==> config.mk <==
export PLATFORM = sky130hd
export DESIGN_NAME = branch_unit
export DESIGN_NICKNAME = d
export VERILOG_FILES = /design/src/hdl/bru_pkg.sv /design/src/hdl/branch_unit.sv /design/src/hdl/flag_compare.sv /design/src/hdl/redirect_merge.sv /design/src/hdl/target_gen.sv
export SDC_FILE = /design/constraint.sdc
export NUM_CORES = 1
export LEC_CHECK = 0
export ABC_AREA = 0
export BUFFER_PORTS_ARGS = -buffer_cell sky130_fd_sc_hd__buf_2
export CORE_MARGIN = 2
export CORE_UTILIZATION = 35
export CTS_BUF_LIST = sky130_fd_sc_hd__clkbuf_8
export CTS_CLUSTER_DIAMETER = 100
export DETAILED_ROUTE_END_ITERATION = 6
export HOLD_SLACK_MARGIN = 0.02
export PLACE_DENSITY_LB_ADDON = 0.15
export SYNTH_ARGS = -nofsm -noshare
export SYNTH_HDL_FRONTEND = slang
export SYNTH_SLANG_ARGS = --single-unit
==> constraint.sdc <==
create_clock -name clk_i -period 8.5 [get_ports clk_i]
set_input_delay 1.7 -clock clk_i [delete_from_list [all_inputs] [get_ports clk_i]]
set_output_delay 1.7 -clock clk_i [all_outputs]
set_load 0.005 [all_outputs]
==> src/hdl/bru_pkg.sv <==
package bru_pkg;

  // RV32 datapath
  localparam int XLEN     = 32;
  localparam int BPU_OP_W = 4;
  localparam int SYS_OP_W = 2;

  // Size of one instruction, step to the sequential pc
  localparam logic [XLEN-1:0] INSN_BYTES = 32'd4;

  // Branch and jump opcodes
  typedef enum logic [BPU_OP_W-1:0] {
    BPU_NONE = 4'd0,
    BPU_BEQ  = 4'd1,
    BPU_BNE  = 4'd2,
    BPU_BLT  = 4'd3,
    BPU_BGE  = 4'd4,
    BPU_BLTU = 4'd5,
    BPU_BGEU = 4'd6,
    BPU_JAL  = 4'd7,
    BPU_JALR = 4'd8
  } bpu_op_e;

  // System opcodes that redirect to a CSR value
  typedef enum logic [SYS_OP_W-1:0] {
    SYS_NONE  = 2'd0,
    SYS_ECALL = 2'd1,   // Destination is mtvec
    SYS_MRET  = 2'd2    // Destination is mepc
  } sys_op_e;

  // Decoded request from the execute stage
  typedef struct packed {
    bpu_op_e         bpu_op;
    sys_op_e         sys_op;
    logic [XLEN-1:0] pc;
    logic [XLEN-1:0] imm;
    logic [XLEN-1:0] rs1;
    logic [XLEN-1:0] rs2;
    logic [XLEN-1:0] csr_rdata;
  } bru_req_t;

  // Partial result of the target path
  typedef struct packed {
    logic [XLEN-1:0] target;
    logic [XLEN-1:0] link;
    logic            misaligned;  // Not yet gated by taken
  } tgt_res_t;

  // Final redirect decision
  typedef struct packed {
    logic            taken;
    logic [XLEN-1:0] next_pc;
    logic [XLEN-1:0] link;
    logic            misaligned;
  } bru_resp_t;

endpackage

==> src/hdl/branch_unit.sv <==
`timescale 1ns/1ps

module branch_unit (
  input  logic               clk_i,
  input  logic               rst_i,
  input  bru_pkg::bru_req_t  req_i,
  input  logic               req_valid_i,
  output logic               req_ready_o,
  output bru_pkg::bru_resp_t resp_o,
  output logic               resp_valid_o,
  input  logic               resp_ready_i
);

  import bru_pkg::*;

  logic     taken;
  tgt_res_t tgt;

  // Condition evaluation
  flag_compare i_flag_compare (
    .rs1_i    (req_i.rs1),
    .rs2_i    (req_i.rs2),
    .bpu_op_i (req_i.bpu_op),
    .sys_op_i (req_i.sys_op),
    .taken_o  (taken)
  );

  // Target, link and alignment, in parallel with the compare
  target_gen i_target_gen (
    .req_i (req_i),
    .tgt_o (tgt)
  );

  redirect_merge i_redirect_merge (
    .clk_i        (clk_i),
    .rst_i        (rst_i),
    .req_i        (req_i),
    .req_valid_i  (req_valid_i),
    .req_ready_o  (req_ready_o),
    .taken_i      (taken),
    .tgt_i        (tgt),
    .resp_o       (resp_o),
    .resp_valid_o (resp_valid_o),
    .resp_ready_i (resp_ready_i)
  );

endmodule

==> src/hdl/flag_compare.sv <==
`timescale 1ns/1ps

module flag_compare (
  input  logic [bru_pkg::XLEN-1:0] rs1_i,
  input  logic [bru_pkg::XLEN-1:0] rs2_i,
  input  bru_pkg::bpu_op_e         bpu_op_i,
  input  bru_pkg::sys_op_e         sys_op_i,
  output logic                     taken_o
);

  import bru_pkg::*;

  logic            carry;
  logic [XLEN-1:0] diff;
  logic            zero_f;
  logic            sign_f;
  logic            ovf_f;
  logic            borrow_f;
  logic            equal;
  logic            signed_lt;
  logic            unsigned_lt;
  logic            branch_taken;
  logic            sys_taken;

  // rs1 - rs2 as rs1 + ~rs2 + 1, carry out kept
  assign {carry, diff} = {1'b0, rs1_i} + {1'b0, ~rs2_i} + {{XLEN{1'b0}}, 1'b1};

  assign zero_f   = ~(|diff);
  assign sign_f   = diff[XLEN-1];
  // Overflow only when operand signs differ and the result flips away from rs1
  assign ovf_f    = (rs1_i[XLEN-1] ^ rs2_i[XLEN-1]) & (diff[XLEN-1] ^ rs1_i[XLEN-1]);
  assign borrow_f = ~carry;       // No carry out means rs1 < rs2 unsigned

  assign equal       = zero_f;
  assign signed_lt   = sign_f ^ ovf_f;
  assign unsigned_lt = borrow_f;

  always_comb begin
    case (bpu_op_i)
      BPU_BEQ:  branch_taken = equal;
      BPU_BNE:  branch_taken = ~equal;
      BPU_BLT:  branch_taken = signed_lt;
      BPU_BGE:  branch_taken = ~signed_lt;
      BPU_BLTU: branch_taken = unsigned_lt;
      BPU_BGEU: branch_taken = ~unsigned_lt;
      BPU_JAL,
      BPU_JALR: branch_taken = 1'b1;  // Jumps are unconditional
      default:  branch_taken = 1'b0;
    endcase
  end

  always_comb begin
    case (sys_op_i)
      SYS_ECALL,
      SYS_MRET: sys_taken = 1'b1;
      default:  sys_taken = 1'b0;
    endcase
  end

  assign taken_o = branch_taken | sys_taken;

endmodule

==> src/hdl/redirect_merge.sv <==
`timescale 1ns/1ps

module redirect_merge (
  input  logic               clk_i,
  input  logic               rst_i,
  input  bru_pkg::bru_req_t  req_i,
  input  logic               req_valid_i,
  output logic               req_ready_o,
  input  logic               taken_i,
  input  bru_pkg::tgt_res_t  tgt_i,
  output bru_pkg::bru_resp_t resp_o,
  output logic               resp_valid_o,
  input  logic               resp_ready_i
);

  import bru_pkg::*;

  logic [XLEN-1:0] seq_pc;
  logic            accept;
  bru_resp_t       resp_d;
  bru_resp_t       resp_q;
  logic            valid_q;

  assign seq_pc = req_i.pc + INSN_BYTES;  // Fall-through address

  always_comb begin
    resp_d.taken      = taken_i;
    resp_d.link       = tgt_i.link;
    resp_d.misaligned = taken_i & tgt_i.misaligned;
    if (taken_i) begin
      resp_d.next_pc = tgt_i.target;
    end else begin
      resp_d.next_pc = seq_pc;
    end
  end

  // Free slot, or the held response leaves this cycle
  assign req_ready_o = ~valid_q | resp_ready_i;
  assign accept      = req_valid_i & req_ready_o;

  always_ff @(posedge clk_i) begin
    if (rst_i) begin
      valid_q <= 1'b0;
    end else if (accept) begin
      valid_q <= 1'b1;
    end else if (resp_ready_i) begin
      valid_q <= 1'b0;  // Drained with nothing behind it
    end
  end

  // Payload only
  always_ff @(posedge clk_i) begin
    if (accept) begin
      resp_q <= resp_d;
    end
  end

  assign resp_o       = resp_q;
  assign resp_valid_o = valid_q;

  // A stalled response must not move
  property p_resp_hold;
    @(posedge clk_i) disable iff (rst_i)
      (resp_valid_o && !resp_ready_i) |=> (resp_valid_o && $stable(resp_o));
  endproperty
  a_resp_hold: assert property (p_resp_hold)
    else $error("resp_o changed while stalled");

  // Decode never issues a branch and a system op together
  property p_one_op_class;
    @(posedge clk_i) disable iff (rst_i)
      accept |-> !((req_i.bpu_op != BPU_NONE) && (req_i.sys_op != SYS_NONE));
  endproperty
  a_one_op_class: assert property (p_one_op_class)
    else $error("request carries both bpu_op and sys_op");

  property p_reset_clears_valid;
    @(posedge clk_i) rst_i |=> !resp_valid_o;
  endproperty
  a_reset_clears_valid: assert property (p_reset_clears_valid)
    else $error("resp_valid_o high after reset");

endmodule

==> src/hdl/target_gen.sv <==
`timescale 1ns/1ps

module target_gen (
  input  bru_pkg::bru_req_t req_i,
  output bru_pkg::tgt_res_t tgt_o
);

  import bru_pkg::*;

  logic            is_jalr;
  logic            is_sys;
  logic            is_bpu;
  logic [XLEN-1:0] base;
  logic [XLEN-1:0] sum;
  logic [XLEN-1:0] jump_tgt;
  logic [XLEN-1:0] target;

  assign is_jalr = (req_i.bpu_op == BPU_JALR);
  assign is_bpu  = (req_i.bpu_op != BPU_NONE);
  assign is_sys  = (req_i.sys_op == SYS_ECALL) || (req_i.sys_op == SYS_MRET);

  // One adder shared by branches, JAL and JALR
  assign base = is_jalr ? req_i.rs1 : req_i.pc;
  assign sum  = base + req_i.imm;

  // JALR drops bit 0 of the sum
  assign jump_tgt = is_jalr ? {sum[XLEN-1:1], 1'b0} : sum;

  // Trap entry and return take the CSR value as is
  always_comb begin
    if (is_sys) begin
      target = req_i.csr_rdata;
    end else begin
      target = jump_tgt;
    end
  end

  assign tgt_o.target = target;
  assign tgt_o.link   = req_i.pc + INSN_BYTES;

  // Only bit 1 matters, no compressed instructions
  // System targets never report misalignment
  assign tgt_o.misaligned = is_bpu & target[1];

endmodule

# Yosys cells after proc, flatten, opt, wreduce, memory -nomap -nowiden

Cells that the tools add are included.

Register bits after elaboration: 67
Input port bits: 170
Output and inout port bits: 68
Logic and storage cells: 47

$add $sub $neg: 4
Equality and inequality tests: 10
Mux-type cells: 8
Bitwise gates (word level): 14
Reduce and logical (&&, ||, !) cells: 6

Operator list:

| kind                                                | count |
|---|---|
| 2-to-1 mux 32 bit                                   | 3 |
| adder 32 x 32 -> 33 bit                             | 1 |
| adder 33 x 1 -> 33 bit, second input constant       | 1 |
| adder 32 x 3 -> 32 bit, second input constant       | 1 |
| adder 32 bit                                        | 1 |
| NOT 32 bit                                          | 1 |
| OR reduction 32 bit                                 | 1 |
| equality test 4 x 3 -> 1 bit, second input constant | 4 |
| equality test 4 x 2 -> 1 bit, second input constant | 2 |
| one-hot mux 1 bit (7 select lines)                  | 1 |
| bitwise AND 1 bit                                   | 4 |
| equality test 4 x 1 -> 1 bit, second input constant | 1 |
| equality test 4 bit, second input constant          | 1 |
| 2-to-1 mux 1 bit                                    | 4 |
| NOT 1 bit                                           | 4 |
| nonzero test 4 bit                                  | 1 |
| OR reduction 2 bit                                  | 2 |
| bitwise XOR 1 bit                                   | 3 |
| equality test 2 x 1 -> 1 bit, second input constant | 1 |
| equality test 2 bit, second input constant          | 1 |
| OR 1 bit                                            | 2 |
| nonzero test 2 bit                                  | 1 |
| logical OR 1 bit                                    | 1 |

# Longest topological paths before layout

Depth in word-level cells: 10
Mapped depth: 27
Gate-level depth less buffers: 24

# By module

A second synthesis with hierarchy kept.

Cells, all modules: 1037
Area total of the unflattened synthesis: 8590.7 µm²

Modules (own cells, without submodules):

| module         | instances | cells each | area each (µm²) | seq. area each (µm²) |
|---|---|---|---|---|
| target_gen     | 1         | 450        | 3146.8          | 0.0 |
| redirect_merge | 1         | 240        | 3047.9          | 2001.9 |
| flag_compare   | 1         | 347        | 2396.0          | 0.0 |

# Least setup slack after synthesis

OpenSTA, ideal clock, no wires.

Kind: in2reg
From: input port req_i[44] (netlist bit)
To: register i_redirect_merge.resp_q, in the netlist i_redirect_merge.resp_o[37] (data pin)
Setup time: 260 ps
Arrival: 6565 ps
Required time: 8240 ps
Slack: 1675 ps
Stages on the path: 27
Buffers on the path: 3
Cell sequence: inv_1 -> ha_1 -> clkbuf_1 -> a21oi_1 -> o211ai_1 -> o22ai_2 -> a31oi_1 -> o22ai_1 -> o21ai_0 -> o21a_1 -> o21ai_0 -> nand2_1 -> a21oi_1 -> fa_1 -> nand3_1 -> a2111oi_0 -> nand4_1 -> a211o_1 -> nor4_1 -> nand4_1 -> a2111oi_2 -> nand4_1 -> mux2_1 -> o311a_1 -> buf_6 -> buf_6 -> mux2_4

RTL lines:

| what                 | RTL line             | text |
|---|---|---|
| from (decl)          | branch_unit.sv:6     | `input bru_pkg::bru_req_t req_i,` |
| to (signal assigned) | redirect_merge.sv:54 | `resp_q <= resp_d;` |
| to (decl)            | redirect_merge.sv:21 | `bru_resp_t resp_q;` |

==> metrics.md <==
| Metric | Value |
|---|---|
| Crit. End Element | flip-flop |
| Lkg Pwr | 4.09 nW |
| Critical R2R Launch | i_redirect_merge.resp_valid_o$_SDFFE_PP0P_ |
| Root buf cell | clkbuf_8 |
| Initial Utilization | 0.360 |
| Largest net degree at the start of global routing | 67 |
| Peak supply drop | 50.5 uV |
| Compound-gate portion of the synthesized area | 0.207 |
| Non-Filler Instances | 1325 |
| Min cycle time layout | 7.36 ns |
| Die X | 149 um |
| Tcrit/Tclk final | 0.866 |
| I/O Pins | 238 |
| Multiplexer area fraction after synthesis | 0.113 |
| R2R setup slack | 6.87 ns |
| Port buffer count | 237 |
| Final WS setup | 1.14 ns |
| Hold buffers post-CTS | 0 |
| Worst rel slew slack | 0.336 |
| Final Hold Fails | 0 |
| Syn Nets | 1058 |
| Setup CP Type | in2reg |
| Clock Path Buffers | 2 |
| Crit start category | input pin |
| Slowest-stage cell, CP | fa_1 |
| CTS Sinks | 67 |
| RePlAce Congestion | 0.891 |
| First-pass GRT wire length | 36400 um |
| CTS tree | done |
| Largest family of logic cells by synthesized area | compound AO/OA/AOI/OAI gates |
| CP Max Fanout | 34 |
| Share of layout cells above drive strength 1 | 0.316 |
| CP max stage delay | 0.49 ns |
| CP arrival | 7.47 ns |
| Via count | 7019 |
| DRT Wirelength | 24500 um |
| Post-synthesis cell count | 821 |
| Simple-gate share of the synthesized area | 0.165 |
| Top cell type's share of synthesized area | 0.270 |
| Fin Setup TNS | 0 ns |
| GRT Util Overall | 0.216 |
| Hold/Removal Path Class | reg2reg |
| Syn Std Cell Area | 7330 um2 |
| Hold_ws | 0.511 ns |
| Post-synth EDFFs | 66 |
| Syn avg cell area | 8.93 um2 |
| Initial antenna violation count | 4 |
| Async set-reset flop share out of synthesis | 0 |
| Max_cap viols | 0 |
| Worst Max-Slew Pin Slew | 0.989 ns |
| Post-cts sizing count | 0 |
| Critical path's top delay family | compound AO/OA/AOI/OAI gates |
| Vias in the first global route | 6820 |
| Slew Limit Fails | 0 |
| Die H | 149 um |
| Worst R2R End | i_redirect_merge.resp_o[29]$_DFFE_PP_ |
| Clock Latency Late Sink | 0.36 ns |
| Min-delay src | i_redirect_merge.resp_valid_o$_SDFFE_PP0P_ |
| Core area | 20400 um2 |
| Buffers & Inverters on Critical Path | 2 |
| H-Tree Depth | 3 |
| Power, Total | 1.21 mW |
| RSZ-0062 raised after global routing | no |
| PwrDens | 134 nW/um2 |
| Area Overhead vs Synth | 22.6% |
| Dpl ws | 0.820 ns |
| Cells after DPL | 1306 |
| Fill cells | 2097 |
| CTS Buf Count | 9 |
| Post-DP HPWL | 19900 um |
| Drt first pass iters | 6 |
| Synth Area in Adders | 0.117 |
| Worst Reg-to-Reg Cells | 3 |
| Final clock skew | 0.0101 ns |
| Drt initial violations | 325 |
| Register area share after synthesis | 0.273 |
| Top post-synthesis cells by area | edfxtp_1, ha_1, mux2_4 |
| Drt drc | 0 |
| Commonest non-fill, non-tap cell in the layout | buf_2 |
| Top FF cell, synth | edfxtp_1 |
| Hold Path Sink | i_redirect_merge.resp_valid_o$_SDFFE_PP0P_ |
| Most frequent cells in the layout | buf_2, nand2_1, edfxtp_1 |
| WP data required | 8.61 ns |
| Post-route ant nets | 0 |
| Overall die area | 22100 um2 |
| Ys Warns | 0 |
| Routed WL per cell | 18.5 um |
| Post-synth cell types | 73 |
| Status | finished clean |
| Fmax | 136 MHz |
| Nets | 1284 |
| Rows | 52 |
| #FFs+latches synth | 67 |
| Gr ovfl total | 0 |
| Final setup fails | 0 |
| Hold depth | 2 |
| XOR/XNOR share of the synthesized area | 0.0788 |
| # Post-CTS Setup Buffers | 0 |
| Synth area leader | edfxtp_1 |
| Vias per inst | 5.30 |
| Clock-pin transition on the worst setup and hold timing paths | 0.08 ns |
[flip-flops by register name, summed over array words and instances, names as in the netlist]
register	cells
i_redirect_merge.resp_o	66
i_redirect_merge.resp_valid_o	1
[power breakdown]
| group | switching (mW) | internal (mW) |
|---|---|---|
| registers | 0.00794 | 0.405 |
| logic | 0.281 | 0.241 |
| clock network | 0.139 | 0.134 |
| total | 0.428 | 0.781 |
[Yosys cell counts, drive strengths merged, types with 5 or more instances]
| cell | number |
|---|---|
| inv | 54 |
| nand4 | 11 |
| a31oi | 5 |
| mux2 | 60 |
| nand2b | 9 |
| nor2 | 46 |
| xnor2 | 41 |
| a2111oi | 5 |
| ha | 64 |
| nand2 | 87 |
| o21a | 11 |
| o22ai | 6 |
| clkbuf | 20 |
| a31o | 5 |
| a211oi | 10 |
| nor3 | 13 |
| buf | 6 |
| o211ai | 8 |
| and3 | 17 |
| and2 | 7 |
| a21oi | 51 |
| a21o | 28 |
| nand3 | 25 |
| edfxtp | 66 |
| or3 | 5 |
| o21ai | 56 |
| xor2 | 25 |
| mux2i | 5 |
| nor2b | 11 |
[cell type report]
cell class	instances	area (um2)	share of cell area
Antenna cell	3	7.51	0.000835
Tap cell	270	338	0.0376
Inverter	54	203	0.0225
Multi-Input combinational cell	674	5020	0.558
Sequential cell	67	2000	0.223
Clock buffer	9	124	0.0138
Clock inverter	7	68.8	0.00765
Timing Repair Buffer	241	1230	0.137
[kinds of logic (layout without fill, tap and decap cells)]
logic type	after synthesis	in the layout
simple gates	250	250
compound gates	226	226
buf+inv	80	311
fa+ha+maj	67	67
flops	67	67
xor+xnor	66	66
mux	65	65
other cells	0	3
[worst register-to-register path: cells and delay by family (launching register included)]
kind	cells	cell delay, ns
buffers and inverters	1	0.67
flip-flops	1	0.32
AND/OR/NAND/NOR	2	0.23
[metrics by stage]
step           utilization  instance area [um2]
3_3_place_gp         0.432                 8790
3_5_place_dp         0.432                 8790
4_1_cts              0.441                 8980
5_1_grt              0.442                 8990
2_1_floorplan            -                 7330
6_report             0.442                 8990
[worst max path at each step]
| stage | start | endpoint | cells past startpoint |
|---|---|---|---|
| CTS | req_i[67] | i_redirect_merge.resp_o[36]$_DFFE_PP_ | 25 |
| floorplan | req_i[44] | i_redirect_merge.resp_o[37]$_DFFE_PP_ | 27 |
| detailed placement | req_i[67] | i_redirect_merge.resp_o[64]$_DFFE_PP_ | 25 |
| global placement | req_i[67] | i_redirect_merge.resp_o[36]$_DFFE_PP_ | 25 |
| finish | req_i[67] | i_redirect_merge.resp_o[36]$_DFFE_PP_ | 25 |
| global route | req_i[67] | i_redirect_merge.resp_o[36]$_DFFE_PP_ | 25 |
[routing by layer]
layer	wire, um	up-vias	global-route usage
met3	1080	23	0.0294
met5	13	-	0
li1	-	3505	-
met2	11800	200	0.374
met4	369	2	0.0586
met1	11200	3289	0.285
Power figures use the tool's default switching activity.
